### src/source/panelPkg.sv
package panelPkg;

	// room number 0 to 4, matches the switch position
	typedef logic [2:0] roomIndex;

	// frame buffer is 160x120 so these cover the whole screen
	typedef logic [7:0] xCoord; // pixel column
	typedef logic [6:0] yCoord; // pixel row
	typedef logic [2:0] pixelColor; // {red, green, blue}

	// stored per room
	typedef struct packed {
		logic isLight; // 1 light, 0 door
		logic isOn; // on or open
	} roomStatus;

	// icon placement handed to the sweep
	typedef struct packed {
		xCoord x; // top left column
		yCoord y; // top left row
		pixelColor color;
	} drawRequest;

	// one plotted pixel toward the frame buffer
	typedef struct packed {
		xCoord x;
		yCoord y;
		pixelColor color;
	} plotPixel;

	// spoken message codes
	typedef enum logic [2:0] {
		lightOff,
		lightOn,
		doorClosed,
		doorOpen,
		allLocked
	} announceMessage;

	localparam int roomCount = 5;
	localparam int roomPitch = 30; // column spacing between room icons
	localparam int leftMargin = 10; // first room column
	localparam yCoord lightRow = 7'd40; // light icons sit on this row
	localparam yCoord doorRow = 7'd80; // door icons lower down
	localparam pixelColor colorOn = 3'b010; // green
	localparam pixelColor colorOff = 3'b100; // red
	localparam pixelColor colorBlank = 3'b000; // black, used by the clear sweep

endpackage

### src/source/homePanel.sv
`timescale 1ns/1ps

module homePanel #(
	parameter int iconSize = 4, // icon side in pixels
	parameter int screenWidth = 160,
	parameter int screenHeight = 120
) (
	input logic clock,
	input logic reset,
	input logic [panelPkg::roomCount-1:0] roomSelect,
	input logic isLight,
	input logic isOn,
	input logic load,
	input logic clear,
	input logic lockedAll,
	output panelPkg::plotPixel pixel,
	output logic plot,
	output panelPkg::announceMessage message,
	output logic announce
);

	logic capture;
	panelPkg::roomIndex captureRoom;
	logic start, clearMode, sweepDone;
	panelPkg::roomStatus status;
	panelPkg::drawRequest request;

	// sequencing of load, draw, clear and announce
	panelControl u_panelControl (
		.clock(clock),
		.reset(reset),
		.roomSelect(roomSelect),
		.load(load),
		.clear(clear),
		.lockedAll(lockedAll),
		.sweepDone(sweepDone),
		.status(status),
		.capture(capture),
		.captureRoom(captureRoom),
		.start(start),
		.clearMode(clearMode),
		.announce(announce),
		.message(message)
	);

	roomStatusStore u_roomStatusStore (
		.clock(clock),
		.reset(reset),
		.capture(capture),
		.captureRoom(captureRoom),
		.isLight(isLight),
		.isOn(isOn),
		.status(status),
		.request(request)
	);

	spriteSweep #(
		.iconSize(iconSize),
		.screenWidth(screenWidth),
		.screenHeight(screenHeight)
	) u_spriteSweep (
		.clock(clock),
		.reset(reset),
		.start(start),
		.clearMode(clearMode),
		.request(request),
		.plot(plot),
		.pixel(pixel),
		.sweepDone(sweepDone)
	);

endmodule

### src/source/panelControl.sv
`timescale 1ns/1ps

module panelControl (
	input logic clock,
	input logic reset,
	input logic [panelPkg::roomCount-1:0] roomSelect, // one-hot-ish, lowest wins
	input logic load, // load button level
	input logic clear, // clear button level
	input logic lockedAll,
	input logic sweepDone, // last pixel of a sweep
	input panelPkg::roomStatus status, // status of the room just captured
	output logic capture, // write the store this cycle
	output panelPkg::roomIndex captureRoom,
	output logic start, // kick the sweep
	output logic clearMode, // full screen black sweep
	output logic announce, // message valid strobe
	output panelPkg::announceMessage message
);

	typedef enum logic [2:0] {
		idle,
		loadHeld, // waiting for the load button to come back up
		startDraw,
		drawing,
		startClear,
		clearing,
		announcing
	} controlState;

	controlState state, nextState;
	panelPkg::roomIndex selectedRoom;
	panelPkg::announceMessage statusMessage, messageReg;
	logic anyRoom;
	logic loadReleased; // load dropped while held

	// priority encoder, scan downward so the lowest switch ends up winning
	always_comb begin
		selectedRoom = '0;
		for (int i = panelPkg::roomCount - 1; i >= 0; i--) begin
			if (roomSelect[i]) selectedRoom = panelPkg::roomIndex'(i);
		end
	end

	assign anyRoom = |roomSelect;
	assign loadReleased = (state == loadHeld) && !load;

	// message for the stored function and level
	always_comb begin
		case ({status.isLight, status.isOn})
			2'b11: statusMessage = panelPkg::lightOn;
			2'b10: statusMessage = panelPkg::lightOff;
			2'b01: statusMessage = panelPkg::doorOpen;
			default: statusMessage = panelPkg::doorClosed;
		endcase
	end

	always_comb begin
		nextState = state;
		case (state)
			idle: if (load) nextState = loadHeld;
			loadHeld: begin
				if (!load) begin
					if (anyRoom) nextState = startDraw;
					else if (lockedAll) nextState = announcing; // skip drawing entirely
					else nextState = idle;
				end
			end
			startDraw: nextState = drawing;
			drawing: if (sweepDone) nextState = announcing;
			startClear: nextState = clearing;
			clearing: if (sweepDone) nextState = idle; // clear stays silent
			announcing: nextState = idle;
			default: nextState = idle;
		endcase
		if (clear) nextState = startClear; // clear wins from anywhere
	end

	always_ff @(posedge clock) begin
		if (reset) state <= idle;
		else state <= nextState;
	end

	// hold the message until the announce cycle
	always_ff @(posedge clock) begin
		if (reset) begin
			messageReg <= panelPkg::lightOff;
		end else if (loadReleased && !anyRoom) begin
			messageReg <= panelPkg::allLocked;
		end else if (state == drawing && sweepDone) begin
			messageReg <= statusMessage;
		end
	end

	assign capture = loadReleased && anyRoom && !clear; // store written on the release edge
	assign captureRoom = selectedRoom;
	assign start = (state == startDraw) || (state == startClear);
	assign clearMode = (state == startClear);
	assign announce = (state == announcing);
	assign message = messageReg;

endmodule

### src/source/roomStatusStore.sv
`timescale 1ns/1ps

module roomStatusStore (
	input logic clock,
	input logic reset,
	input logic capture,
	input panelPkg::roomIndex captureRoom,
	input logic isLight,
	input logic isOn,
	output panelPkg::roomStatus status, // entry of the last captured room
	output panelPkg::drawRequest request // where and how to draw it
);

	panelPkg::roomStatus rooms [panelPkg::roomCount];
	panelPkg::roomIndex lastRoom;
	logic validRoom;

	assign validRoom = captureRoom < panelPkg::roomIndex'(panelPkg::roomCount);

	always_ff @(posedge clock) begin
		if (reset) begin
			for (int i = 0; i < panelPkg::roomCount; i++) begin
				rooms[i] <= '0; // door, off
			end
			lastRoom <= '0;
		end else if (capture && validRoom) begin
			rooms[captureRoom] <= '{isLight: isLight, isOn: isOn};
			lastRoom <= captureRoom; // later draw and message follow this room
		end
	end

	assign status = rooms[lastRoom];

	// coordinate table, one column per room and one row per function
	always_comb begin
		request.x = panelPkg::xCoord'(panelPkg::leftMargin + int'(lastRoom) * panelPkg::roomPitch);
		request.y = status.isLight ? panelPkg::lightRow : panelPkg::doorRow;
		request.color = status.isOn ? panelPkg::colorOn : panelPkg::colorOff;
	end

endmodule

### src/source/spriteSweep.sv
`timescale 1ns/1ps

module spriteSweep #(
	parameter int iconSize = 4,
	parameter int screenWidth = 160,
	parameter int screenHeight = 120
) (
	input logic clock,
	input logic reset,
	input logic start, // begin a new box, abandons any running one
	input logic clearMode, // sweep the whole screen in black
	input panelPkg::drawRequest request,
	output logic plot, // pixel valid
	output panelPkg::plotPixel pixel,
	output logic sweepDone // with the last pixel
);

	// box extents kept as last index so they fit the coordinate widths
	localparam panelPkg::xCoord iconLastX = panelPkg::xCoord'(iconSize - 1);
	localparam panelPkg::yCoord iconLastY = panelPkg::yCoord'(iconSize - 1);
	localparam panelPkg::xCoord screenLastX = panelPkg::xCoord'(screenWidth - 1);
	localparam panelPkg::yCoord screenLastY = panelPkg::yCoord'(screenHeight - 1);

	panelPkg::xCoord originX, lastCol, colCount;
	panelPkg::yCoord originY, lastRow, rowCount;
	panelPkg::pixelColor color;
	logic active;
	logic lastPixel;

	assign lastPixel = (colCount == lastCol) && (rowCount == lastRow);

	always_ff @(posedge clock) begin
		if (reset) begin
			active <= 1'b0;
			colCount <= '0;
			rowCount <= '0;
		end else if (start) begin
			active <= 1'b1;
			colCount <= '0;
			rowCount <= '0;
		end else if (active) begin
			if (colCount == lastCol) begin // end of line, wrap to next row
				colCount <= '0;
				rowCount <= rowCount + 1'b1;
			end else begin
				colCount <= colCount + 1'b1; // x runs fastest
			end
			if (lastPixel) active <= 1'b0;
		end
	end

	// box origin, extent and color taken once per sweep
	always_ff @(posedge clock) begin
		if (start) begin
			if (clearMode) begin
				originX <= '0;
				originY <= '0;
				color <= panelPkg::colorBlank;
				lastCol <= screenLastX;
				lastRow <= screenLastY;
			end else begin
				originX <= request.x;
				originY <= request.y;
				color <= request.color;
				lastCol <= iconLastX;
				lastRow <= iconLastY;
			end
		end
	end

	assign plot = active && !start; // a restart drops the old box at once
	assign sweepDone = plot && lastPixel;
	assign pixel.x = originX + colCount;
	assign pixel.y = originY + rowCount;
	assign pixel.color = color;

endmodule

### config.mk
export PLATFORM = sky130hd
export DESIGN_NAME = homePanel
export DESIGN_NICKNAME = d
export VERILOG_FILES = /design/src/source/panelPkg.sv /design/src/source/homePanel.sv /design/src/source/panelControl.sv /design/src/source/roomStatusStore.sv /design/src/source/spriteSweep.sv
export SDC_FILE = /design/constraint.sdc
export NUM_CORES = 1
export LEC_CHECK = 0
export BUFFER_PORTS_ARGS = -buffer_cell sky130_fd_sc_hd__clkbuf_2
export CAP_MARGIN = 20
export CELL_PAD_IN_SITES_DETAIL_PLACEMENT = 1
export CELL_PAD_IN_SITES_GLOBAL_PLACEMENT = 1
export CORE_ASPECT_RATIO = 1.25
export CORE_MARGIN = 2
export CORE_UTILIZATION = 50
export DETAILED_ROUTE_END_ITERATION = 8
export PLACE_DENSITY_LB_ADDON = 0.1
export SLEW_MARGIN = 30
export SYNTH_ARGS = -nofsm -noshare
export SYNTH_HDL_FRONTEND = slang
export SYNTH_HIERARCHICAL = 1
export SYNTH_SLANG_ARGS = --single-unit
### constraint.sdc
create_clock -name clock -period 4.95 [get_ports clock]
set_input_delay 0.495 -clock clock [delete_from_list [all_inputs] [get_ports clock]]
set_output_delay 0.495 -clock clock [all_outputs]
set_load 0.02 [all_outputs]
# Yosys cells after proc, flatten, opt, wreduce, memory -nomap -nowiden

Memory sizes are Yosys's and may differ from the RTL's. A register that Yosys moved wholly into a read port is not among the register bits.
Cells that the tools add are included.
Widths: inputs -> output; s select.

$mul: 1
Eq/ne operators: 19
Reduce and logical (&&, ||, !) cells: 24
Mux-type cells: 34
$add $sub $neg: 5
Order comparisons: 1

Operators with widths:

| operator            | number |
|---|---|
| $mux 3              | 18 |
| $pmux 3 s6          | 1 |
| $mux 8              | 2 |
| $mux 7              | 2 |
| $eq 3x3->1 const B  | 3 |
| $logic_and 1x1->1   | 9 |
| $mux 1              | 9 |
| $add 5x8->8 const A | 1 |
| $add 8x1->8 const B | 1 |
| $add 8x8->8         | 1 |
| $eq 8x8->1          | 1 |
| $reduce_and 4->1    | 2 |
| $reduce_or 2->1     | 4 |
| $add 7x1->7 const B | 1 |
| $add 7x7->7         | 1 |
| $eq 7x7->1          | 1 |
| $mul 3x4->7 const B | 1 |
| $eq 3x2->1 const B  | 2 |
| $ne 3x2->1 const B  | 2 |
| $ne 3x3->1 const B  | 2 |
| $pmux 2 s3          | 1 |
| $reduce_or 5->1     | 1 |
| $eq 2x2->1 const B  | 2 |
| $logic_not 1->1     | 4 |
| other kinds (10)    | 12 |

Logic and storage cells: 98
Bits of input ports: 12
Bits in writable memories: 10
Memories: 1
Flip-flop bits (word level): 58

Memories:

| memory                  | words | width | read ports | clocked after Yosys merged registers in | wr ports | line                  | RTL |
|---|---|---|---|---|---|---|---|
| u_roomStatusStore.rooms | 5     | 2     | 1          | 1                                       | 5        | roomStatusStore.sv:14 | `panelPkg::roomStatus rooms [panelPkg::roomCount];` |

# Depth between registers and ports, before layout

Gate-level depths: netlist of run 1.

Depth in word-level cells: 12
Depth in mapped cells: 8

# Hierarchy

Netlist of run 1, hierarchy kept.

Modules (own cells, without submodules):

| module          | cells each | instances | area each (µm²) |
|---|---|---|---|
| spriteSweep     | 201        | 1         | 2054.5 |
| roomStatusStore | 117        | 1         | 1330.0 |
| panelControl    | 44         | 1         | 364.1 |

# Worst setup path before layout of run 1

OpenSTA, ideal clock, no wires.

Path kind: register -> register
Start: register u_panelControl.state[1]
End: register u_panelControl.messageReg[1], in the netlist u_panelControl/message[1]
Arrival: 2.786 ns
Stages on the path, launching flop included: 8
Slack: 2.049 ns
Period minus slack after synthesis: 2.901 ns
Cells stage by stage: dfxtp_1 > buf_6 > xnor2_1 > nor2_1 > nor2_1 > and4b_1 > and4b_1 > a2111oi_0

Longest elaborated chain between the ends: 6
Elaborated cells on any way between the ends: 12

Ends and longest elaborated chain:

| element                                  | line               | RTL |
|---|---|---|
| start, declared                          | panelControl.sv:30 | `controlState state, nextState;` |
| start signal, assigned                   | panelControl.sv:79 | `if (reset) state <= idle;` |
| start signal, assigned                   | panelControl.sv:80 | `else state <= nextState;` |
| $eq 3x2->1 or $eq 3x3->1 (tied branches) | panelControl.sv:96 | `assign start = (state == startDraw) \|\| (state == startClear);` |
| $logic_or 1x1->1 (*)                     | panelControl.sv:96 |  |
| net start                                | homePanel.sv:24    | `logic start, clearMode, sweepDone;` |
| $logic_not 1->1 (*)                      | spriteSweep.sv:71  | `assign plot = active && !start;` |
| $logic_and 1x1->1 (*)                    | spriteSweep.sv:71  |  |
| net plot                                 | homePanel.sv:17    | `output logic plot,` |
| $logic_and 1x1->1 (*)                    | spriteSweep.sv:72  | `assign sweepDone = plot && lastPixel;` |
| net sweepDone                            | homePanel.sv:24    |  |
| $logic_and 1x1->1 (*)                    | panelControl.sv:89 | `end else if (state == drawing && sweepDone) begin` |
| end signal, assigned                     | panelControl.sv:86 | `messageReg <= panelPkg::lightOff;` |
| end signal, assigned                     | panelControl.sv:88 | `messageReg <= panelPkg::allLocked;` |
| end signal, assigned                     | panelControl.sv:90 | `messageReg <= statusMessage;` |
| end, declared                            | panelControl.sv:32 | `panelPkg::announceMessage statusMessage, messageReg;` |

Mark *: on every way through the listed nets, which the timed path passes. The rest lies on a longest branch.
A chain may end at the register's enable or synchronous reset.

==> metrics, run 1 <==
status finished, final reports clean; crit end category flop; Setup TNS 0 ns; reg2reg start u_roomStatusStore/lastRoom[0]; routed length per instance 16.0 µm; Post-synth ARST share 0%; CP required around 5.2 ns; Total Nets Final 443; DR vias 2,827; # setup viols final 0; Detail Placement HPWL 5880 µm; P_leak approximately 1.7 nW; most frequent cells in the layout edfxtp_1 (35), clkbuf_2 (34), nor2_1 (33); total grt overflow 0; Iter 0 DRT Violations 78; final core occ 57.3%; Root Buffer clkbuf_8; Seq/Total Area, Yosys between 40% and 50%; Max Root-Sink Buffers 2; worst-margin pin slew about 0.8 ns; largest net degree at the start of global routing 28; FMAX between 0.3 and 0.4 GHz; worst-path fanout max 9; CP Launch Type flop; GPL Wtd Cong 0.825; number of fill cells 850; flops & latches, synth 63; Num Clock Sinks 63; FF/Latch Area 1610 µm²; Synth Flop Type edfxtp_1; worst r2r path cells 8; Unique masters post-synth 61; Hold Slack 0.375 ns; r2r setup slk about 1.9 ns; worst r2r dst u_spriteSweep/originX[7]; Mapped Avg Cell Area about 10 µm²; first-pass GRT wire length 13,200 µm; Vias/cell 5.64; vias in the first global route 2,801; cells after synthesis ~360; Min-Delay Endpoint u_panelControl/state[0]; cell repeated most along the worst path fa_1; Setup Skew 0.00495 ns; crit path launch u_roomStatusStore/lastRoom[0]; Min Clock Period, post-route between 3 and 4 ns; synth-to-layout area growth 11.8%; Detail Route Antenna Nets 0; pwr dens around 280 nW/µm²; I/O pin cnt 35; global-route usage over all layers 21.5%; total core area 7310 µm²; Multi-input gate area between 2000 and 2500 µm²; DR pass1 iterations 4; peak supply drop roughly 180 µV; # Post-CTS Setup Buffers 0; RSZ-0062 raised after global routing no; buffers added on ports 34; worst path arrival time approximately 3.3 ns; Final Power ~1.2 mW; CP peak stage delay ~0.56 ns; Setup CP Type reg -> reg; Hold WC Path Type in -> reg; Worst-Skew Late Latency about 0.34 ns; Max-Cap Viols 0; share of cells above drive strength 1 between 15 and 20%; initial core utilization 51.3%; ANT cells 0; Critical-path top delay cell dfxtp_1; Die X roughly 81 µm; Worst slew margin ~46%; Total Die Area between 8000 and 9000 µm²; H-tree lvl count 3; Die H about 100 µm; Worst Min Path Start clear; Hold Crit Depth 2; crit share post-route between 60% and 70%; Mapped Area approximately 3700 µm²; setup ws final roughly 1.9 ns; Hold Fails Final Rpt 0; synth warn 6; most common cell after layout, fill and taps aside edfxtp_1; initial antenna violation count 0; critical-path cell list fa_1 -> ha_1 -> fa_1 -> o21ai_1 -> a2111o_1 -> o32a_1 -> nand3_1 -> nor2b_1; CTS tree yes; EDFF count, synth 35; # DRC 0; dpl ws about 1.9 ns; hold_buf cts 0; total CTS buffers 9; Resized cells post-CTS 0; Pins Over Slew Limit 0; Routed WL ~8000 µm; register clock-pin slew on the reported worst setup and hold paths 0.07 ns; # rows 35
[metrics by stage]
stage | cells | instance area, µm²
after global placement | 485 | 3990
after global routing | 501 | 4190
after floorplan | 372 | 3790
after CTS | 501 | 4190
after detailed placement | 485 | 3990
final | 501 | 4190
[area by class of cell]
cell class,instances,area share (%)
clock inverter,3,1.02
clock buffer,13,3.79
tap,92,2.75
timing repair buffer,36,4.42
inverter,19,1.70
multi-input combinational,275,47.9
sequential,63,38.5
[critical path: cells and delay by family, from the launching register on]
kind                     cells  cell delay [ns]
AND/OR/NAND/NOR              2             0.20
flip-flops                   1             0.56
adder cells (fa/ha/maj)      3             1.35
AO/OA/AOI/OAI                3             0.82
[cells by family after synthesis]
family / Yosys count / share of synthesized area [%]
compound gates: 65 / 12.1
xor+xnor: 25 / 5.84
fa+ha+maj: 27 / 10.0
buf+inv: 34 / 4.71
flops: 63 / 43.0
mux: 8 / 3.47
other cells: 1 / 0.100
simple gates: 139 / 20.8
[state kept, by name, indices dropped and copies added (netlist names), named ones only]
| signal | cells |
|---|---|
| u_roomStatusStore/rooms | 16 |
| u_panelControl/state | 3 |
| u_spriteSweep/colCount | 8 |
| u_roomStatusStore/lastRoom | 3 |
| u_spriteSweep/rowCount | 7 |
| u_spriteSweep/originY | 7 |
| u_spriteSweep/color | 3 |
| u_spriteSweep/originX | 8 |
| u_panelControl/message | 3 |
| u_spriteSweep/active | 1 |
| u_spriteSweep/lastRow | 1 |
[report_power, final]
part           leakage [nW]  switching [mW]  internal, mW
Clock                0.0996           0.196         0.260
Combinational          1.01          0.0773        0.0456
Sequential            0.573          0.0137         0.576
[worst max path at each step]
stage / end
floorplan: u_panelControl/message[1]
global placement: u_spriteSweep/originX[7]
detailed placement: u_spriteSweep/originX[7]
CTS: u_spriteSweep/originX[7]
global route: u_spriteSweep/originX[7]
finish: u_spriteSweep/originX[7]
[cells in the mapped netlist, drive strengths merged, types with 5 or more instances]
master / instances / area, µm²
a21oi: 15 / 75.1
buf: 11 / 90.1
dfxtp: 28 / 561
edfxtp: 35 / 1050
fa: 5 / 100
ha: 22 / 275
inv: 19 / 71.3
nand2: 14 / 52.6
nand2b: 5 / 31.3
nand3: 6 / 30.0
nand4: 6 / 37.5
nor2: 34 / 128
nor2b: 24 / 150
nor3: 14 / 70.1
o21ai: 13 / 68.8
o21bai: 5 / 37.5
or3: 6 / 37.5
xnor2: 16 / 140
xor2: 9 / 78.8
[per-layer routing]
layer / vias to the layer above / global-route usage, % / routed length [µm]
li1: 1406 / - / -
met1: 1372 / 25.4 / 3360
met2: 39 / 37.3 / 4280
met3: 10 / 4.57 / 240
met4: 0 / 8.60 / 125
met5: - / 0 / 0
Power figures use the tool's default switching activity.
==> run 2: changes to the inputs <==
--- a/config.mk
+++ b/config.mk
@@ -11,7 +11,7 @@
 export CELL_PAD_IN_SITES_GLOBAL_PLACEMENT = 1
 export CORE_ASPECT_RATIO = 1.25
 export CORE_MARGIN = 2
-export CORE_UTILIZATION = 50
+export CORE_UTILIZATION = 43
 export DETAILED_ROUTE_END_ITERATION = 8
 export PLACE_DENSITY_LB_ADDON = 0.1
 export SLEW_MARGIN = 30
==> constraint.sdc (replaced) <==
create_clock -name clock -period 2.8 [get_ports clock]
set_input_delay 0.28 -clock clock [delete_from_list [all_inputs] [get_ports clock]]
set_output_delay 0.28 -clock clock [all_outputs]
set_load 0.02 [all_outputs]
==> metrics, run 2 (synthesis results as in run 1) <==
most frequent cells in the layout edfxtp_1 (35), clkbuf_2 (34), nor2_1 (33); first-pass GRT wire length ~14,000 µm; I/O pin cnt 35; worst path arrival time slightly below 3 ns; total CTS buffers 9; logic gate share of total power a little over a tenth; largest net degree at the start of global routing 27; DR vias ~2,800; Iter 0 DRT Violations 106; Total Nets Final between 400 and 500; Routed WL 8260 µm; CTS tree yes; Vias/cell approximately 5.5; Max-Cap Viols 0; # DRC 0; # placed instances 500; Detail Route Antenna Nets 0; Hold WC Path Type in -> reg; hold_buf cts 0; setup ws final approximately 0.078 ns; sequential power share a little under 50%; share of cells above drive strength 1 between 15 and 20%; Hold Slack around 0.16 ns; global-route usage over all layers between 10% and 20%; P_leak ~1.7 nW; Hold Fails Final Rpt 0; crit share post-route approximately 97%; Psw approximately 0.52 mW; cell area after layout between 4000 and 5000 µm²; routed length per instance between 15 and 20 µm; GPL Wtd Cong 0.789; Setup CP Type reg -> reg; # rows 38; dpl ws approximately 0.028 ns; number of fill cells between 900 and 1,000; max reg flops 16; Num Clock Sinks 63; initial core utilization 43.8%; total grt overflow 0; crit path launch u_roomStatusStore/lastRoom[1]; reg2reg start u_roomStatusStore/lastRoom[1]; Die X just under 90 µm; Largest Register u_roomStatusStore/rooms; Die H about 110 µm; Worst-Skew Late Latency 0.35 ns; Total Die Area around 9500 µm²; Max Root-Sink Buffers 2; CP required between 3 and 4 ns; Placed Area 4050 µm²; RSZ-0062 raised after global routing no; Pins Over Slew Limit 0; status finished, final reports clean; worst-margin pin slew roughly 0.6 ns; FMAX about 0.37 GHz; r2r setup slk 0.08 ns; DR pass1 iterations 4; Detail Placement HPWL about 6000 µm; Worst slew margin 60.6%; Setup Skew 0.0107 ns; peak supply drop around 280 µV; Largest regs u_roomStatusStore/rooms x16, u_spriteSweep/colCount x8, u_spriteSweep/originX x8; synth-to-layout area growth 14.2%; Min Clock Period, post-route roughly 2.7 ns; Setup TNS 0 ns; CP Launch Type flop; Sw Ratio between 20% and 30%; Final Power roughly 2.1 mW; Root Buffer clkbuf_8; initial antenna violation count 0; buffers added on ports 34; vias in the first global route slightly below 3,000; Post-Layout Cell Count between 500 and 600; pwr dens slightly below 500 nW/µm²; final core occ around 50%; register clock-pin slew on the reported worst setup and hold paths approximately 0.070 ns; # setup viols final 0; Worst Min Path Start isLight; total core area roughly 8600 µm²; most common cell after layout, fill and taps aside edfxtp_1; Int Pwr approximately 1.6 mW; Clk network pwr share about 40%; crit end category flop; worst-path fanout max 4; H-tree lvl count 3; ANT cells 0
## run 2: changes by cell type in the layout (fill, tap and decap cells not counted), sizes merged
cell,before,now
buf,2,9
clkinv,1,2
clkinvlp,1,0
## run 2: power by group through the flow
| stage | Clock, mW | Sequential (mW) | Combinational [mW] |
|---|---|---|---|
| after global placement | 0 | 1.06 | 0.219 |
| after detailed placement | 0 | 1.06 | 0.225 |
| final | 0.836 | 1.04 | 0.225 |
| after global routing | 0.897 | 1.05 | 0.251 |
| after CTS | 0.865 | 1.04 | 0.227 |
| after floorplan | 0 | 1.06 | 0.162 |
## run 2: worst max-delay path, cell delays in order, from the launching register on
cell and delay [ns]:
dfxtp_1 0.33, fa_1 0.55, buf_4 0.18, fa_2 0.60, o21ai_2 0.09, a2111o_1 0.35, o32a_1 0.29, nand3_1 0.08
nor2b_1 0.12
## run 2: timing repair
item / in CTS / in global routing
resized for setup: 2 / 2
endpoints found under the setup margin: 1 / 1
buffers inserted: 0 / 0
pin swaps: 0 / 2
## run 2: area by class of cell
type	instances	area [µm²]	share of cell area [%]
clock inverters	3	40.0	0.935
inverters	19	71.3	1.67
well taps	100	125	2.92
repair buffers	43	238	5.55
multi-input cells	275	2020	47.3
flip-flops and latches	63	1610	37.7
clock buffers	13	169	3.95
## run 2: final timing paths
| check | cells after the start | to |
|---|---|---|
| worst min-delay path | 1 | u_roomStatusStore/rooms[5][1] |
| worst min register to register | 2 | u_panelControl/message[1] |
| worst max-delay path | 8 | u_spriteSweep/originX[7] |
| worst max register to register | 8 | u_spriteSweep/originX[7] |
## run 2: layer usage
| layer | wire, µm | up-vias | global-route usage (%) |
|---|---|---|---|
| met3 | 242 | 11 | 5.19 |
| met1 | 3540 | 1392 | 21.6 |
| met5 | 0 | - | 0 |
| li1 | - | 1401 | - |
| met2 | 4330 | 35 | 33.1 |
| met4 | 137 | 0 | 7.36 |
